**config.mk**
```make
export PLATFORM = sky130hd
export DESIGN_NAME = mips_control
export DESIGN_NICKNAME = d
export VERILOG_FILES = /design/src/hw/ctrl_pkg.sv /design/src/hw/mips_isa_pkg.sv /design/src/hw/ctrl_if.sv /design/src/hw/mips_control.sv /design/src/hw/mem_lane_ctrl.sv /design/src/hw/instr_decoder.sv /design/src/hw/control_fsm.sv
export SDC_FILE = /design/constraint.sdc
export NUM_CORES = 1
export LEC_CHECK = 0
export BUFFER_PORTS_ARGS = -buffer_cell sky130_fd_sc_hd__buf_2
export CAP_MARGIN = 0
export CORE_ASPECT_RATIO = 1.25
export CORE_UTILIZATION = 30
export DETAILED_ROUTE_END_ITERATION = 8
export MAX_ROUTING_LAYER = met4
export SYNTH_ARGS = -nofsm -noshare
export SYNTH_HDL_FRONTEND = slang
export SYNTH_SLANG_ARGS = --single-unit
```
**constraint.sdc**
```tcl
create_clock -name clk -period 1.9 [get_ports clk]
set_input_delay 0 -clock clk [delete_from_list [all_inputs] [get_ports clk]]
set_output_delay 0 -clock clk [all_outputs]
set_load 0.05 [all_outputs]
```
**src/hw/ctrl_pkg.sv**
```systemverilog
// Controller package: sequencer states, ALU and extend codes, memory access size
package ctrl_pkg;

    localparam int lane_count = 4;                // Byte lanes on the 32-bit bus

    // Multicycle sequence, one step per state
    typedef enum logic [2:0] {
        st_halt   = 3'd0,
        st_fetch  = 3'd1,
        st_decode = 3'd2,
        st_exec1  = 3'd3,
        st_exec2  = 3'd4
    } state_t;

    // Operation select for the ALU control outside
    typedef enum logic [3:0] {
        alu_add    = 4'b0000,
        alu_sub_eq = 4'b0001,                     // Subtract, zero flag for BEQ
        alu_funct  = 4'b0010,                     // Take the operation from the funct field
        alu_and    = 4'b0100,
        alu_or     = 4'b0101,
        alu_xor    = 4'b0110,
        alu_slt    = 4'b0111,
        alu_ne     = 4'b1000,                     // Inequality test for BNE
        alu_sltu   = 4'b1100
    } alu_op_t;

    // Load data extension, bit 2 marks a partial load
    typedef enum logic [2:0] {
        ext_none   = 3'b000,
        ext_half_u = 3'b100,
        ext_half_s = 3'b101,
        ext_byte_u = 3'b110,
        ext_byte_s = 3'b111
    } ext_op_t;

    typedef enum logic [1:0] {
        size_byte = 2'd0,
        size_half = 2'd1,
        size_word = 2'd2
    } mem_size_t;

    typedef logic [lane_count-1:0] byte_en_t;

endpackage

```
**src/hw/mips_isa_pkg.sv**
```systemverilog
// MIPS ISA package: instruction field widths, opcodes and R-type function codes
package mips_isa_pkg;

    localparam int word_w     = 32;
    localparam int opcode_w   = 6;
    localparam int funct_w    = 6;
    localparam int opcode_lsb = 26;               // Major opcode sits in bits 31:26
    localparam int funct_lsb  = 0;                // Function field sits in bits 5:0

    typedef logic [word_w-1:0]   word_t;
    typedef logic [opcode_w-1:0] opcode_t;
    typedef logic [funct_w-1:0]  funct_t;

    localparam opcode_t op_special = 6'd0;        // R-type, function field selects
    localparam opcode_t op_j       = 6'd2;
    localparam opcode_t op_jal     = 6'd3;
    localparam opcode_t op_beq     = 6'd4;
    localparam opcode_t op_bne     = 6'd5;
    localparam opcode_t op_addiu   = 6'd9;
    localparam opcode_t op_slti    = 6'd10;
    localparam opcode_t op_sltiu   = 6'd11;
    localparam opcode_t op_andi    = 6'd12;
    localparam opcode_t op_ori     = 6'd13;
    localparam opcode_t op_xori    = 6'd14;
    localparam opcode_t op_lui     = 6'd15;
    localparam opcode_t op_lb      = 6'd32;
    localparam opcode_t op_lh      = 6'd33;
    localparam opcode_t op_lw      = 6'd35;
    localparam opcode_t op_lbu     = 6'd36;
    localparam opcode_t op_lhu     = 6'd37;
    localparam opcode_t op_sb      = 6'd40;
    localparam opcode_t op_sh      = 6'd41;
    localparam opcode_t op_sw      = 6'd43;

    localparam funct_t fn_sll  = 6'd0;
    localparam funct_t fn_srl  = 6'd2;
    localparam funct_t fn_sra  = 6'd3;
    localparam funct_t fn_sllv = 6'd4;
    localparam funct_t fn_srlv = 6'd6;
    localparam funct_t fn_srav = 6'd7;
    localparam funct_t fn_jr   = 6'd8;
    localparam funct_t fn_jalr = 6'd9;
    localparam funct_t fn_addu = 6'd33;
    localparam funct_t fn_subu = 6'd35;
    localparam funct_t fn_and  = 6'd36;
    localparam funct_t fn_or   = 6'd37;
    localparam funct_t fn_xor  = 6'd38;
    localparam funct_t fn_slt  = 6'd42;
    localparam funct_t fn_sltu = 6'd43;

    // R-type codes whose result lands in the register file
    function automatic logic is_arith_funct(funct_t f);
        case (f)
            fn_sll, fn_srl, fn_sra, fn_sllv, fn_srlv, fn_srav,
            fn_jalr, fn_addu, fn_subu, fn_and, fn_or, fn_xor,
            fn_slt, fn_sltu: return 1'b1;
            default:         return 1'b0;
        endcase
    endfunction

endpackage
```
**src/hw/ctrl_if.sv**
```systemverilog
// Controller interfaces carrying the sequencer step levels and the decoded memory class

// One level per step of the sequence
interface state_if;

    logic fetch;
    logic decode;
    logic exec1;
    logic exec2;
    logic halted;

    modport seq  (output fetch, decode, exec1, exec2, halted);
    modport user (input  fetch, decode, exec1, exec2, halted);

endinterface

// Memory access class of the instruction in the IR
interface mem_class_if;

    import ctrl_pkg::*;

    logic      is_load;
    logic      is_store;
    mem_size_t size;
    logic      load_signed;

    modport dec  (output is_load, is_store, size, load_signed);
    modport user (input  is_load, is_store, size, load_signed);

endinterface

```
**src/hw/mips_control.sv**
```systemverilog
// Multicycle MIPS controller top joining sequencer, instruction decoder and memory lane unit
module mips_control (
    input  logic                clk,
    input  logic                reset,
    input  logic                run,
    input  logic                waitrequest,
    input  mips_isa_pkg::word_t readdata,
    input  logic [1:0]          addr_low,
    output logic                ir_write,
    output ctrl_pkg::alu_op_t   alu_op,
    output logic                alu_src,
    output logic                signed_imm,
    output logic                jump,
    output logic                branch,
    output logic                reg_dst,
    output logic                mem_to_reg,
    output logic                reg_write,
    output logic                pc_to_addr,
    output logic                reg_to_jump,
    output logic                link,
    output logic                reg_link,
    output logic                load_imm,
    output logic                pc_write,
    output logic                mem_read,
    output logic                mem_write,
    output ctrl_pkg::byte_en_t  byteenable,
    output ctrl_pkg::ext_op_t   ext_op
);

    state_if     st_bus ();
    mem_class_if mc_bus ();

    control_fsm u_control_fsm (
        .clk         (clk),
        .reset       (reset),
        .run         (run),
        .waitrequest (waitrequest),
        .st          (st_bus.seq),
        .mc          (mc_bus.user),
        .pc_write    (pc_write)
    );

    instr_decoder u_instr_decoder (
        .clk         (clk),
        .reset       (reset),
        .readdata    (readdata),
        .st          (st_bus.user),
        .mc          (mc_bus.dec),
        .ir_write    (ir_write),
        .alu_op      (alu_op),
        .alu_src     (alu_src),
        .signed_imm  (signed_imm),
        .jump        (jump),
        .branch      (branch),
        .reg_dst     (reg_dst),
        .mem_to_reg  (mem_to_reg),
        .reg_write   (reg_write),
        .pc_to_addr  (pc_to_addr),
        .reg_to_jump (reg_to_jump),
        .link        (link),
        .reg_link    (reg_link),
        .load_imm    (load_imm)
    );

    mem_lane_ctrl u_mem_lane_ctrl (
        .st          (st_bus.user),
        .mc          (mc_bus.user),
        .addr_low    (addr_low),
        .mem_read    (mem_read),
        .mem_write   (mem_write),
        .byteenable  (byteenable),
        .ext_op      (ext_op)
    );

endmodule

```
**src/hw/mem_lane_ctrl.sv**
```systemverilog
// Memory lane unit making the read/write strobes, store byte enables and load extend select
module mem_lane_ctrl (
    state_if.user               st,
    mem_class_if.user           mc,
    input  logic [1:0]          addr_low,
    output logic                mem_read,
    output logic                mem_write,
    output ctrl_pkg::byte_en_t  byteenable,
    output ctrl_pkg::ext_op_t   ext_op
);

    import ctrl_pkg::*;

    assign mem_read  = st.fetch || (st.exec1 && mc.is_load);
    assign mem_write = st.exec2 && mc.is_store;

    always_comb begin
        byteenable = '1;                                  // Full word unless a narrow store
        if (mc.is_store) begin
            case (mc.size)
                size_byte: byteenable = byte_en_t'(4'b0001 << addr_low);
                size_half: byteenable = byte_en_t'(4'b0011 << addr_low);
                default:   byteenable = '1;
            endcase
        end
    end

    always_comb begin
        ext_op = ext_none;
        if (mc.is_load) begin
            case (mc.size)
                size_byte: ext_op = mc.load_signed ? ext_byte_s : ext_byte_u;
                size_half: ext_op = mc.load_signed ? ext_half_s : ext_half_u;
                default:   ext_op = ext_none;         // LW passes the word through
            endcase
        end
    end

    always_comb begin
        if (mem_read) begin
            assert (!mem_write)
                else $error("mem_read and mem_write high together");
        end
        if (mem_write && mc.size == size_half) begin
            assert (!addr_low[0])                         // Lane pair 1:0 or 3:2
                else $error("Halfword store not aligned to a lane pair");
        end
    end

endmodule

```
**src/hw/instr_decoder.sv**
```systemverilog
// Instruction register and decoder producing the datapath controls
module instr_decoder (
    input  logic                clk,
    input  logic                reset,
    input  mips_isa_pkg::word_t readdata,
    state_if.user               st,
    mem_class_if.dec            mc,
    output logic                ir_write,
    output ctrl_pkg::alu_op_t   alu_op,
    output logic                alu_src,
    output logic                signed_imm,
    output logic                jump,
    output logic                branch,
    output logic                reg_dst,
    output logic                mem_to_reg,
    output logic                reg_write,
    output logic                pc_to_addr,
    output logic                reg_to_jump,
    output logic                link,
    output logic                reg_link,
    output logic                load_imm
);

    import mips_isa_pkg::*;
    import ctrl_pkg::*;

    word_t   ir;
    opcode_t opcode;
    funct_t  funct;
    logic    reg_jump;
    logic    writes_reg;

    always_ff @(posedge clk) begin
        if (reset) begin
            ir <= '0;                                     // Zero decodes as the SLL nop
        end else if (st.decode) begin
            ir <= readdata;
        end
    end

    assign opcode   = ir[opcode_lsb +: opcode_w];
    assign funct    = ir[funct_lsb +: funct_w];
    assign reg_jump = (funct == fn_jr) || (funct == fn_jalr);

    always_comb begin
        alu_op         = alu_add;
        alu_src        = 1'b0;
        signed_imm     = 1'b0;
        jump           = 1'b0;
        branch         = 1'b0;
        reg_dst        = 1'b0;
        mem_to_reg     = 1'b0;
        reg_to_jump    = 1'b0;
        link           = 1'b0;
        reg_link       = 1'b0;
        load_imm       = 1'b0;
        writes_reg     = 1'b0;
        mc.is_load     = 1'b0;
        mc.is_store    = 1'b0;
        mc.size        = size_word;
        mc.load_signed = 1'b0;

        // Fetch, decode and halt keep the idle values above
        if (st.exec1 || st.exec2) begin
            case (opcode)
                op_special: begin
                    alu_op      = alu_funct;
                    reg_dst     = 1'b1;
                    jump        = reg_jump;
                    reg_to_jump = reg_jump;
                    link        = (funct == fn_jalr);
                    reg_link    = (funct == fn_jalr);
                    writes_reg  = is_arith_funct(funct);  // JR and unknown codes write nothing
                end
                op_addiu, op_andi, op_ori, op_xori, op_slti, op_sltiu, op_lui: begin
                    alu_src    = 1'b1;
                    writes_reg = 1'b1;
                    case (opcode)
                        op_andi:  alu_op = alu_and;
                        op_ori:   alu_op = alu_or;
                        op_xori:  alu_op = alu_xor;
                        op_slti:  alu_op = alu_slt;
                        op_sltiu: alu_op = alu_sltu;
                        default:  alu_op = alu_add;
                    endcase
                    signed_imm = (opcode == op_slti);
                    load_imm   = (opcode == op_lui);      // Immediate goes to the upper half
                end
                op_beq: begin
                    alu_op = alu_sub_eq;
                    branch = 1'b1;
                end
                op_bne: begin
                    alu_op = alu_ne;
                    branch = 1'b1;
                end
                op_lb, op_lbu, op_lh, op_lhu, op_lw: begin
                    alu_src        = 1'b1;                // Base plus offset
                    writes_reg     = 1'b1;
                    mc.is_load     = 1'b1;
                    mc.load_signed = (opcode == op_lb) || (opcode == op_lh);
                    mem_to_reg     = (opcode == op_lw);
                    if (opcode == op_lb || opcode == op_lbu) begin
                        mc.size = size_byte;
                    end else if (opcode == op_lh || opcode == op_lhu) begin
                        mc.size = size_half;
                    end
                end
                op_sb, op_sh, op_sw: begin
                    alu_src     = 1'b1;
                    mc.is_store = 1'b1;
                    if (opcode == op_sb) begin
                        mc.size = size_byte;
                    end else if (opcode == op_sh) begin
                        mc.size = size_half;
                    end
                end
                op_j: begin
                    jump = 1'b1;
                end
                op_jal: begin
                    jump       = 1'b1;
                    link       = 1'b1;                    // Return address into r31
                    writes_reg = 1'b1;
                end
                default: begin
                end
            endcase
        end
    end

    assign ir_write   = st.decode;
    assign pc_to_addr = st.fetch || st.decode;
    assign reg_write  = writes_reg && st.exec2;

    // A register write only follows a completed exec1
    a_reg_write_exec2: assert property (@(posedge clk) disable iff (reset)
        reg_write |-> $past(st.exec1 || st.exec2))
        else $error("reg_write without a completed exec1 before it");

endmodule

```
**src/hw/control_fsm.sv**
```systemverilog
// Control sequencer stepping halt, fetch, decode, exec1 and exec2 under the memory wait request
module control_fsm (
    input  logic        clk,
    input  logic        reset,
    input  logic        run,
    input  logic        waitrequest,
    state_if.seq        st,
    mem_class_if.user   mc,
    output logic        pc_write
);

    import ctrl_pkg::*;

    state_t state;
    state_t state_next;

    always_ff @(posedge clk) begin
        if (reset) begin
            state <= st_halt;
        end else begin
            state <= state_next;
        end
    end

    always_comb begin
        state_next = state;
        case (state)
            st_halt: begin
                if (run) begin
                    state_next = st_fetch;
                end
            end
            st_fetch: begin
                if (!waitrequest) begin
                    state_next = st_decode;               // Instruction word is on readdata
                end
            end
            st_decode: begin
                state_next = st_exec1;
            end
            st_exec1: begin
                // Only a load has a read pending here
                if (!(mc.is_load && waitrequest)) begin
                    state_next = st_exec2;
                end
            end
            st_exec2: begin
                if (!waitrequest) begin
                    state_next = run ? st_fetch : st_halt;
                end
            end
            default: begin
                state_next = st_halt;
            end
        endcase
    end

    assign st.halted = (state == st_halt);
    assign st.fetch  = (state == st_fetch);
    assign st.decode = (state == st_decode);
    assign st.exec1  = (state == st_exec1);
    assign st.exec2  = (state == st_exec2);

    assign pc_write = st.exec2 && !waitrequest;           // Last cycle of the instruction

    a_state_onehot: assert property (@(posedge clk) disable iff (reset)
        $onehot({st.halted, st.fetch, st.decode, st.exec1, st.exec2}))
        else $error("Sequencer state levels are not one-hot");

    // The cycle after pc_write starts a new fetch or halts
    a_pc_write_ends: assert property (@(posedge clk) disable iff (reset)
        pc_write |=> (st.fetch || st.halted))
        else $error("No fetch or halt after the closing pc_write");

endmodule

```
-- Word-level counts from Yosys, hierarchy flattened
Memory sizes are Yosys's and may differ from the RTL's. A register that Yosys moved wholly into a read port is not among the register bits.
Cells that the tools add are included.
- register bits: 35
- ROM bits: 64
- output and inout bits: 27
- memories kept: 1
- equal/unequal tests: 30
- shifts and indexed selects: 2
- multiplexer cells: 51
- reductions and logical operators: 24
- memory list (name ; words ; bits a word ; read ports ; clocked after Yosys merged registers in ; write ports ; line ; text):
    (no name shown) ; 64 ; 1 ; 1 ; 1 ; 0 ; mips_isa_pkg.sv:53 ; case (f)
- operators by type and width (cell ; count):
    $eq A6 B4 Y1 const B ; 9
    $eq A6 B6 Y1 const B ; 8
    $mux W1 ; 28
    $pmux W4 S5 ; 1
    $pmux W4 S4 ; 1
    $mux W3 ; 5
    $pmux W3 S5 ; 1
    $reduce_or A15 Y1 ; 1
    $reduce_or A13 Y1 ; 1
    $eq A6 B2 Y1 const B ; 2
    $eq A6 B3 Y1 const B ; 2
    $mux W6 ; 2
    $mux W2 ; 5
    $mux W4 ; 2
    $ne A2 B2 Y1 const B ; 4
    $pmux W4 S2 ; 1
    $logic_or A1 B1 Y1 ; 7
    $reduce_or A7 Y1 ; 1
    $eq A3 B2 Y1 const B ; 2
    $logic_not A6 Y1 ; 1
    $pmux W1 S2 ; 3
    $pmux W3 S2 ; 1
    $logic_and A1 B1 Y1 ; 5
    $reduce_or A5 Y1 ; 1
    other kinds (12) ; 13

-- Longest topological paths before layout
Gate-level depths: netlist of run 1.
- depth in word-level cells: 9
- gate-level depth with buffers: 7
- depth with buffers taken out: 5

-- Modules after synthesis
A second synthesis of run 1 with hierarchy kept.
- cell total of the unflattened synthesis: 156
- area total of the unflattened synthesis: 1191.1 µm²
- by module, submodules not included (module ; instances ; cells each ; area an instance (µm²)):
    instr_decoder ; 1 ; 120 ; 920.9
    control_fsm ; 1 ; 22 ; 185.2
    mem_lane_ctrl ; 1 ; 14 ; 85.1

-- Least setup slack after synthesis of run 1
No wires, ideal clock.
- path kind: register to output
- start: register u_instr_decoder.ir[26]
- end: output alu_src
- data arrival time: 3.299 ns
- data required time: 1.900 ns
- path slack: -1.399 ns
- stages on the path, launching flop included: 5
- cell sequence: dfxtp_1 clkbuf_1 or3_1 a21oi_1 a2111oi_0
- longest elaborated chain between the ends: 4
- elaborated cells on any way between the ends: 18
- ends and longest elaborated chain (what ; line ; text):
    from (decl) ; instr_decoder.sv:27 ; word_t ir;
    from (signal assigned) ; instr_decoder.sv:37 ; ir <= readdata;
    $eq A6 B4 Y1 or $eq A6 B6 Y1 (tied branches) ; instr_decoder.sv:65 ; case (opcode)
    $reduce_or A15 Y1 (no line) (*) ; - ;
    $mux W1 (*) ; instr_decoder.sv:65 ;
    $mux W1 (*) ; instr_decoder.sv:64 ; if (st.exec1 || st.exec2) begin
    to (decl) ; mips_control.sv:11 ; output logic alu_src,
Every way passes the cells marked *; elsewhere a longest branch is shown, timed or not.

-- Worst setup path after layout of run 1
- start: register u_instr_decoder.ir[2]
- end: output reg_link
- longest elaborated chain between the ends: 3
- ends and longest elaborated chain (what ; line ; text):
    $eq A6 B4 Y1 ; instr_decoder.sv:72 ; reg_link = (funct == fn_jalr);
    $mux W1 ; instr_decoder.sv:65 ;
    $mux W1 ; instr_decoder.sv:64 ;
    to (decl) ; mips_control.sv:21 ; output logic reg_link,
Every way passes these cells.

==> flow_metrics.py, run 1 <==
metrics = {
    "status": {
        "status": "finished, violations left",
        "violations": "DRC",
    },
    "global_route": {
        "grt_max_degree": 18,
        "antenna_found_initial": 0,
        "grt_first_pass_wirelength_um": 5180,
        "gr-total-overflow": 0,
        "grtUsageTotal_pct": 16.1,
        "grt_pass1_vias": 1165,
    },
    "setup_path": {
        "end_kind": "output pin",
        "cp.required_ns": 1.90,
        "crit_arrival_ns": 1.81,
        "critPathKind": "flip-flop to output pin",
        "ff2ff_path_depth": 4,
        "critPathLaunch": "u_instr_decoder.ir[2]$_SDFFE_PP0P_",
        "startpoint_type": "flip-flop",
        "critPathMaxFanout": 4,
        "timing.rr.start": "u_control_fsm.state[1]$_SDFFE_PP0P_",
    },
    "min_path": {
        "min_path_type": "primary input to flip-flop",
        "hold_depth": 3,
        "hold_path.startpoint": "readdata[28]",
    },
    "floorplanning": {
        "core_area_um2": 3750,
        "die_h_um": 72.0,
        "initial_utilization_pct": 31.4,
        "die_w_um": 58.0,
        "ios": 65,
        "fp-row-count": 25,
        "die-area_um2": 4180,
    },
    "cells_and_area": {
        "nFillCells": 383,
        "multi_input_area_um2": 860,
        "diodes": 0,
        "regArea_um2": 329,
        "final_cell_mix": "buf_2, nand2_1, a21oi_1",
        "finalCoreUtilization_pct": 45.1,
        "syn_to_final_growth_pct": 43.9,
        "instances_no_fill": 258,
        "final_layout_size_suffix_gt1_share_pct": 38.5,
        "fin_nets": 258,
        "layout_commonest_cell": "buf_2",
    },
    "synthesis": {
        "syn_inst": 166,
        "synth.distinct_cells": 45,
        "synthAdderAreaFrac_pct": 0,
        "synth_compound_area_share_pct": 28.2,
        "synth_top_family_by_area": "simple AND/OR/NAND/NOR gates",
        "synthSimpleGateAreaFrac_pct": 34.3,
        "synth_top_flop_cell": "dfxtp_1",
        "synthMuxAreaShare_pct": 0,
        "seq_area_frac_synth_pct": 27.2,
        "synth-seq-cells": 16,
        "avgSynthCellArea_um2": 7.09,
        "syn-num-nets": 204,
        "yosysWarnings": 0,
        "synth_xor_area_share_pct": 1.49,
        "synthArstFlopShare_pct": 0,
        "synth_edf_count": 0,
        "synth_area_um2": 1180,
    },
    "detailed_routing": {
        "drtAntennaViolNets": 0,
        "routed-via-count": 1357,
        "initialDrtViolationCount": 60,
        "drc_errors": 5,
        "avgViaCountPerCell": 5.26,
        "firstDrtPassIters": 6,
        "wl_per_cell_um": 12.2,
        "routed_wl_um": 3140,
    },
    "timing": {
        "drv_slew": 0,
        "setup_viol": 0,
        "fin_skew_ns": 0.00280,
        "fin_crit_ns": 1.81,
        "max_freq_ghz": 0.553,
        "hold_viol_final": 0,
        "finalCritPeriodShare_pct": 95.2,
        "rsz0062_at_grt": "false",
        "worstMarginPinSlew_ns": 0.384,
        "timing.hold.ws_ns": 0.00572,
        "relSlewSlack_pct": 74.4,
    },
    "pwr": {
        "p_leak_nw": 0.658,
        "irDropWorstVdd_v": 0.000286,
        "power_per_cell_area_nw_per_um2": 493,
        "p_total_w": 0.000836,
        "swShare_pct": 30.9,
        "p_int_w": 0.000578,
        "seq_power_share_pct": 45.0,
        "p_switching_w": 0.000258,
        "p_comb_share_pct": 26.1,
        "power.share.clock_pct": 28.9,
    },
    "flow_run": {
        "cap_violations": 0,
    },
    "placed_design": {
        "hpwlAfterDp_um": 2460,
        "io_buffers": 44,
        "placed_cells": 251,
        "place_congestion": 0.874,
    },
    "clock_network": {
        "cts_max_path_buffers": 2,
        "insertion_delay_ns": 0.24,
        "clock-sinks": 16,
        "clockRootBuffer": "clkbuf_8",
        "clk_pin_slew_ns": 0.06,
        "cts-htree-levels": 1,
        "tritoncts": "yes",
        "cts_buffers": 3,
    },
}
==> timing repair <==
| action | CTS | global route |
|---|---|---|
| gates resized for setup | 7 | 14 |
| hold buffers | 3 | 0 |
| setup endpoints to repair | 8 | 15 |
| pin swaps | 0 | 1 |
| buffers inserted | 0 | 1 |
| endpoints found under the hold margin | 3 | 0 |
==> power by group through the flow <==
stage / Combinational [W] / Clock, W / Sequential (W)
after floorplan: 0.000157 / 0 / 0.000369
after global placement: 0.000209 / 0 / 0.000381
after detailed placement: 0.000208 / 0 / 0.000382
after CTS: 0.000216 / 0.000253 / 0.000375
after global routing: 0.000240 / 0.000276 / 0.000378
final: 0.000218 / 0.000242 / 0.000376
==> final timing paths <==
kind / slack (ns) / to
max: 0.09 / reg_link
min: 0.006 / u_instr_decoder.ir[28]$_SDFFE_PP0P_
max reg2reg: 0.27 / flip-flop
min reg2reg: 0.47 / u_instr_decoder.ir[4]$_SDFFE_PP0P_
==> layer usage <==
layer	routed length (um)	global-route usage, %
met1	1430	19.9
met2	1540	26.8
met3	132	1.96
met4	38	5.82
met5	0	-
==> state kept, by name, summed over array words and instances (netlist names), named ones only <==
| register | count |
|---|---|
| u_instr_decoder.ir | 12 |
| u_control_fsm.state | 3 |
==> cell type report <==
cell class | instances | area share [%]
inverter | 7 | 2.29
clock buffer | 3 | 2.44
multi-input combinational | 131 | 50.7
timing repair buffer | 61 | 22.2
tap | 40 | 2.95
sequential | 16 | 19.4
==> synth_stat cells, drive strengths merged (2+ instances only) <==
library cell | count | area share, %
nand3b | 2 | 1.3
clkbuf | 6 | 1.9
a2111oi | 2 | 2.0
nor3b | 6 | 4.8
nand3 | 2 | 0.85
dfxtp | 16 | 27
nand2 | 31 | 9.9
buf | 6 | 3.6
nand2b | 5 | 2.7
nor2 | 13 | 4.1
nor2b | 2 | 1.1
a211oi | 3 | 1.9
a21oi | 20 | 8.5
nor3 | 4 | 1.7
o31ai | 2 | 1.3
inv | 6 | 1.9
o21ai | 9 | 3.8
xnor2 | 2 | 1.5
nor4 | 6 | 3.2
o32ai | 2 | 1.5
or3 | 3 | 1.6
==> kinds of logic after synthesis <==
| group | after synthesis |
|---|---|
| buf+inv | 19 |
| compound gates | 50 |
| xor+xnor | 2 |
| flops | 16 |
| simple gates | 79 |
==> critical path, stage by stage, from the launching register on <==
cell      delay, ns
dfxtp_1        0.33
nand2b_1       0.17
or4_1          0.51
nor2_4         0.16
and2_1         0.14
buf_2          0.26
==> stage by stage <==
| stage | setup WS [ns] | TNS [ns] | instance area, um^2 |
|---|---|---|---|
| finish | 0.0912 | 0 | 1690 |
| global route | 0.00733 | 0 | 1690 |
| CTS | -0.00948 | -0.0192 | 1640 |
| detailed placement | 0.170 | 0 | 1540 |
| global placement | 0.191 | 0 | 1540 |
| floorplan | -0.358 | -0.497 | 1240 |
(Power assumes the default switching activity.)
==> inputs of run 2 (changes only) <==
Settings changed: ABC_AREA set to 1.
==> run 2 against run 1 <==
- the run now ends clean
- final cell count rose by 22%
- combinational power grew to 2.9 times the previous value
- worst setup slack gained 0.016 ns
- flip-flop and latch count is the same
- sequential power up 20%
- core utilization fell by 2.2 points
- maximum frequency rose by 0.91%
- synthesized cell count rose by 22%
- register-to-register slack better by 0.05 ns
- clock skew grew 0.0049 ns
- global-route usage shrank 0.22 points
- largest power group is now combinational cells
==> flow_metrics.py, run 2 <==
metrics = {
    "pwr": {
        "power_per_cell_area_nw_per_um2": 786,
        "p_leak_nw": 0.894,
        "p_int_w": 0.000796,
        "swShare_pct": 43.0,
        "p_comb_share_pct": 45.8,
        "irDropWorstVdd_v": 0.000354,
        "p_total_w": 0.00140,
        "p_switching_w": 0.000599,
        "power.share.clock_pct": 21.9,
        "seq_power_share_pct": 32.3,
    },
    "cells_and_area": {
        "largest_reg_flops": 12,
        "layout_commonest_cell": "buf_2",
        "final_layout_size_suffix_gt1_share_pct": 41.5,
        "biggestRegsByFlops": "u_instr_decoder.ir: 12 flops, u_control_fsm.state: 3 flops",
        "fin_area_um2": 1770,
        "regMostFlops": "u_instr_decoder.ir",
        "nFillCells": 458,
        "fin_nets": 299,
        "final_cell_mix": "buf_2, nand2_1, inv_1",
        "syn_to_final_growth_pct": 35.4,
        "diodes": 0,
    },
    "clock_network": {
        "cts-htree-levels": 1,
        "tritoncts": "yes",
        "clockRootBuffer": "clkbuf_8",
        "clk_pin_slew_ns": 0.06,
        "cts_buffers": 3,
        "cts_max_path_buffers": 2,
        "clock-sinks": 16,
        "insertion_delay_ns": 0.26,
    },
    "synthesis": {
        "synth_area_leaders": "dfxtp_1, nand2_1, nand3_1, inv_1, nor2_1",
        "synth_area_um2": 1310,
        "yosysWarnings": 0,
        "synth-seq-cells": 16,
        "syn_inst": 203,
        "synth_edf_count": 0,
        "yosysMostFrequentCell": "nand2_1",
        "yosys-top-cells-count": "nand2_1, inv_1, nor2_1",
        "synth.distinct_cells": 31,
        "syn-num-nets": 241,
        "netlist.area_leader.share_pct": 24.5,
        "avgSynthCellArea_um2": 6.45,
        "yosysTopAreaCell": "dfxtp_1",
        "synth_top_flop_cell": "dfxtp_1",
        "seq_area_frac_synth_pct": 24.5,
        "synthArstFlopShare_pct": 0,
    },
    "global_route": {
        "gr-total-overflow": 0,
        "grt_max_degree": 13,
        "grt_first_pass_wirelength_um": 5260,
        "antenna_found_initial": 0,
        "grt_pass1_vias": 1242,
        "grtUsageTotal_pct": 15.9,
    },
    "setup_path": {
        "critPathBufInv": 2,
        "end_kind": "output pin",
        "crit_path_frequent_cell": "nand3_2",
        "path_cells": "inv_2 -> nor2_4 -> nand3_2 -> nand3_2 -> nand4_1 -> nor4_2 -> buf_4",
        "critPathLaunch": "u_instr_decoder.ir[31]$_SDFFE_PP0P_",
        "critPathKind": "flip-flop to output pin",
        "cpPeakStageDelay_ns": 0.36,
        "startpoint_type": "flip-flop",
        "critPathTopFamily": "simple AND/OR/NAND/NOR gates",
        "critPathMaxFanout": 6,
        "cp.required_ns": 1.90,
        "timing.rr.start": "u_control_fsm.state[2]$_SDFFE_PP0P_",
        "crit_arrival_ns": 1.79,
        "cp_slowest_cell": "dfxtp_2",
    },
    "floorplanning": {
        "die_h_um": 75.9,
        "die-area_um2": 4640,
        "initial_utilization_pct": 31.7,
        "ios": 65,
        "fp-row-count": 26,
        "core_area_um2": 4130,
        "die_w_um": 61.1,
    },
    "timing": {
        "timing.hold.ws_ns": 0.0116,
        "setup_viol": 0,
        "worst_slack_ns": 0.108,
        "relSlewSlack_pct": 72.4,
        "hold_viol_final": 0,
        "fin_skew_ns": 0.00768,
        "worstMarginPinSlew_ns": 0.413,
        "max_freq_ghz": 0.558,
        "fin_crit_ns": 1.79,
        "drv_slew": 0,
        "finalCritPeriodShare_pct": 94.3,
    },
    "placed_design": {
        "hpwlAfterDp_um": 2670,
        "dp_slack_ns": 0.281,
        "place_congestion": 0.919,
        "placed_cell_area_um2": 1600,
        "io_buffers": 44,
    },
    "detailed_routing": {
        "routed_wl_um": 3360,
        "drtAntennaViolNets": 0,
        "routed-via-count": 1457,
        "wl_per_cell_um": 10.6,
        "drc_errors": 0,
        "avgViaCountPerCell": 4.61,
        "firstDrtPassIters": 4,
        "initialDrtViolationCount": 36,
    },
    "min_path": {
        "hold_path.startpoint": "readdata[30]",
        "min_path_type": "primary input to flip-flop",
    },
    "status": {
        "status": "finished clean",
    },
    "flow_run": {
        "cap_violations": 0,
    },
}
[run 2: cell count changes after synthesis, sizes merged, moves of 6 or more]
cell / before / now
nand4: 0 / 6
inv: 6 / 37
nand3: 2 / 25
o21ai: 9 / 15
nor3b: 6 / 0
clkbuf: 6 / 0
a21oi: 20 / 13
nor2: 13 / 38
[run 2: area by class of cell]
class / instances / area [um^2] / share of cell area, %
Multi-Input combinational cell: 146 / 848 / 47.8
Timing Repair Buffer: 56 / 330 / 18.6
Sequential cell: 16 / 325 / 18.3
Inverter: 38 / 145 / 8.18
Tap cell: 56 / 70.1 / 3.95
Clock buffer: 4 / 55.1 / 3.10
[run 2: path summary, 6_finish.rpt]
kind / cells past startpoint / slack [ns] / endpoint
max: 7 / 0.11 / ext_op[0]
min: 3 / 0.01 / u_instr_decoder.ir[30]$_SDFFE_PP0P_
max reg2reg: 11 / 0.32 / flip-flop
min reg2reg: 2 / 0.53 / u_control_fsm.state[1]$_SDFFE_PP0P_
[run 2: layer usage]
layer / vias up / GRT usage (%) / wire length (um)
li1: 778 / - / -
met1: 640 / 18.9 / 1530
met4: 0 / 8.08 / 63
met5: - / - / 0
met2: 32 / 26.1 / 1630
met3: 7 / 1.87 / 134
[run 2: cells by family (layout without fill, tap and decap cells)]
logic type,Yosys count,in the layout,synth area share [%]
and+or+nand+nor,110,110,46.7
buffers and inverters,41,98,12.7
DFF,16,16,24.5
AOI/OAI and AO/OA,36,36,16.1
[run 2: power groups by stage]
stage / Clock [W] / Sequential [W] / Combinational [W]
after global routing: 0.000324 / 0.000459 / 0.000707
after detailed placement: 0 / 0.000453 / 0.000594
final: 0.000305 / 0.000451 / 0.000639
after floorplan: 0 / 0.000441 / 0.000471
after CTS: 0.000310 / 0.000445 / 0.000600
after global placement: 0 / 0.000451 / 0.000593
[run 2: through the flow]
| step | TNS (ns) | util (%) | std cells |
|---|---|---|---|
| after CTS | 0 | 40.6 | 308 |
| final | 0 | 42.9 | 316 |
| after global placement | 0 | 38.8 | 302 |
| after global routing | -0.00775 | 42.9 | 316 |
| after floorplan | 0 | - | 203 |
| after detailed placement | 0 | 38.8 | 302 |
[run 2: tightest hold or removal path, cell delays in order]
cell     delay [ns]
buf_2          0.07
o21ai_0        0.07
nor2_1         0.08
[run 2: what timing repair did]
action,in CTS,in global routing
endpoints found under the hold margin,3,0
resized for setup,0,18
setup endpoints to repair,0,12
buffers inserted,0,8
hold buffers,2,0
==> inputs of run 3 (changes only) <==
Settings changed: CORE_UTILIZATION 30 to 26, HOLD_SLACK_MARGIN set to 0.1, PLACE_DENSITY set to 0.57.
==> run 3 against run 2 <==
- register-to-register slack worse by 0.05 ns
- highest routed layer unchanged
- final cell count is 2.8% higher
- critical endpoint is now link
- non-clock buffer count is 5 higher
- core utilization is 4.6 points lower
- worst setup slack worse by 0.036 ns
==> flow_metrics.py, run 3 (synthesis gave the netlist of run 2 again) <==
metrics = {
    "timing": {
        "worst_slack_ns": 0.0716,
        "fin_skew_ns": 0.00431,
        "finalCritPeriodShare_pct": 96.2,
        "fin_crit_ns": 1.83,
        "max_freq_ghz": 0.547,
        "setup_viol": 0,
        "relSlewSlack_pct": 72.2,
        "rsz0062_at_grt": "true",
        "hold_viol_final": 0,
        "worstMarginPinSlew_ns": 0.417,
        "drv_slew": 0,
    },
    "flow_run": {
        "cap_violations": 0,
    },
    "detailed_routing": {
        "drtAntennaViolNets": 0,
        "avgViaCountPerCell": 4.61,
        "routed-via-count": 1499,
        "firstDrtPassIters": 6,
        "wl_per_cell_um": 11.7,
        "drc_errors": 0,
        "routed_wl_um": 3790,
        "initialDrtViolationCount": 38,
    },
    "setup_path": {
        "path_cells": "nor2_2 -> inv_2 -> nor2_2 -> inv_2 -> nor2_4 -> nand2_2 -> o21ai_2 -> clkbuf_4",
        "startpoint_type": "flip-flop",
        "cp_slowest_cell": "dfxtp_1",
        "crit_arrival_ns": 1.83,
        "critPathKind": "flip-flop to output pin",
        "cpPeakStageDelay_ns": 0.38,
        "critPathMaxFanout": 6,
        "end_kind": "output pin",
        "cp.required_ns": 1.90,
    },
    "status": {
        "status": "finished clean",
    },
    "floorplanning": {
        "die_h_um": 81.4,
        "ios": 65,
        "fp-row-count": 28,
        "core_area_um2": 4800,
        "die_w_um": 65.5,
        "die-area_um2": 5330,
        "initial_utilization_pct": 27.3,
    },
    "pwr": {
        "swShare_pct": 43.6,
        "p_comb_share_pct": 46.1,
        "power_per_cell_area_nw_per_um2": 769,
        "p_switching_w": 0.000617,
        "power.share.clock_pct": 22.0,
        "p_leak_nw": 0.909,
        "p_total_w": 0.00142,
        "p_int_w": 0.000798,
        "irDropWorstVdd_v": 0.000441,
        "seq_power_share_pct": 32.0,
    },
    "cells_and_area": {
        "regMostFlops": "u_instr_decoder.ir",
        "layout_commonest_cell": "buf_2",
        "final_cell_mix": "buf_2, nand2_1, inv_1",
        "diodes": 0,
        "finalCoreUtilization_pct": 38.3,
        "fin_area_um2": 1840,
        "final_layout_size_suffix_gt1_share_pct": 39.2,
        "syn_to_final_growth_pct": 40.5,
        "fin_nets": 304,
        "largest_reg_flops": 12,
        "biggestRegsByFlops": "u_instr_decoder.ir: 12 flops, u_control_fsm.state: 3 flops",
    },
    "global_route": {
        "antenna_found_initial": 0,
        "grtUsageTotal_pct": 14.6,
        "grt_max_degree": 13,
        "grt_pass1_vias": 1333,
        "gr-total-overflow": 0,
        "grt_first_pass_wirelength_um": 5800,
    },
    "clock_network": {
        "tritoncts": "yes",
        "cts-htree-levels": 1,
        "cts_max_path_buffers": 2,
        "clockRootBuffer": "clkbuf_8",
        "clk_pin_slew_ns": 0.06,
        "cts_buffers": 3,
        "clock-sinks": 16,
        "insertion_delay_ns": 0.26,
    },
    "min_path": {
        "min_path_type": "primary input to flip-flop",
    },
    "placed_design": {
        "dp_slack_ns": 0.264,
        "place_congestion": 0.915,
        "placed_cell_area_um2": 1600,
        "hpwlAfterDp_um": 2850,
        "io_buffers": 44,
    },
}
-- run 3: cell count changes in the layout (fill, tap and decap cells not counted) --
cell,previous run,this run
buf_2,38,36
buf_4,13,10
clkbuf_4,3,5
dfxtp_1,12,13
dfxtp_2,4,3
dlygate4sd3_1,2,10
nand2_1,27,28
nand2_2,5,4
nor2_1,22,21
nor2_2,9,10
-- run 3: worst paths after layout --
path	start	endpoint	slack (ns)	cells after the start
max	u_instr_decoder.ir[29]$_SDFFE_PP0P_	link	0.07	8
min	readdata[5]	u_instr_decoder.ir[5]$_SDFFE_PP0P_	0.11	4
max reg2reg	u_control_fsm.state[2]$_SDFFE_PP0P_	flip-flop	0.27	11
min reg2reg	u_control_fsm.state[1]$_SDFFE_PP0P_	u_control_fsm.state[1]$_SDFFE_PP0P_	0.53	2
-- run 3: worst max-delay path: cells and delay by family, from the launching register on --
family,cells,cell delay [ns]
buffers and inverters,3,0.43
flip-flops,1,0.38
AO/OA/AOI/OAI,1,0.14
AND/OR/NAND/NOR,4,0.61
-- run 3: final cells by class --
class | instances | area [um^2]
clock buffer | 4 | 55.1
fill | 523 | 2960
inverter | 38 | 145
multi-input combinational | 146 | 848
sequential | 16 | 324
tap | 60 | 75.1
timing repair buffer | 61 | 393
-- run 3: power by group through the flow --
stage | combinational (W) | sequential (W) | clock (W)
finish | 0.000652 | 0.000452 | 0.000311
global route | 0.000720 | 0.000459 | 0.000328
CTS | 0.000608 | 0.000446 | 0.000315
detailed placement | 0.000590 | 0.000454 | 0
global placement | 0.000590 | 0.000451 | 0
floorplan | 0.000471 | 0.000441 | 0
-- run 3: stage by stage --
| stage | cells | hold slack (ns) | setup TNS, ns |
|---|---|---|---|
| 6_report | 325 | 0.114 | 0 |
| 5_1_grt | 325 | 0.154 | -0.0726 |
| 4_1_cts | 319 | 0.111 | 0 |
| 3_5_place_dp | 305 | 0.229 | 0 |
| 3_3_place_gp | 305 | 0.228 | 0 |
| 2_1_floorplan | 203 | 0.0624 | 0 |
-- run 3: routing by layer --
metal | wire, um | track usage [%] | part of all wire (%)
met5 | 0 | - | 0
met1 | 1620 | 16.4 | 43
met3 | 180 | 1.83 | 4.8
met4 | 82 | 7.39 | 2.2
met2 | 1900 | 25.1 | 50
-- run 3: repair_timing --
item	4_1_cts	5_1_grt
endpoints found under the hold margin	11	0
gates resized for setup	0	19
setup endpoints to repair	0	13
buffers inserted	0	6
hold buffers	10	0
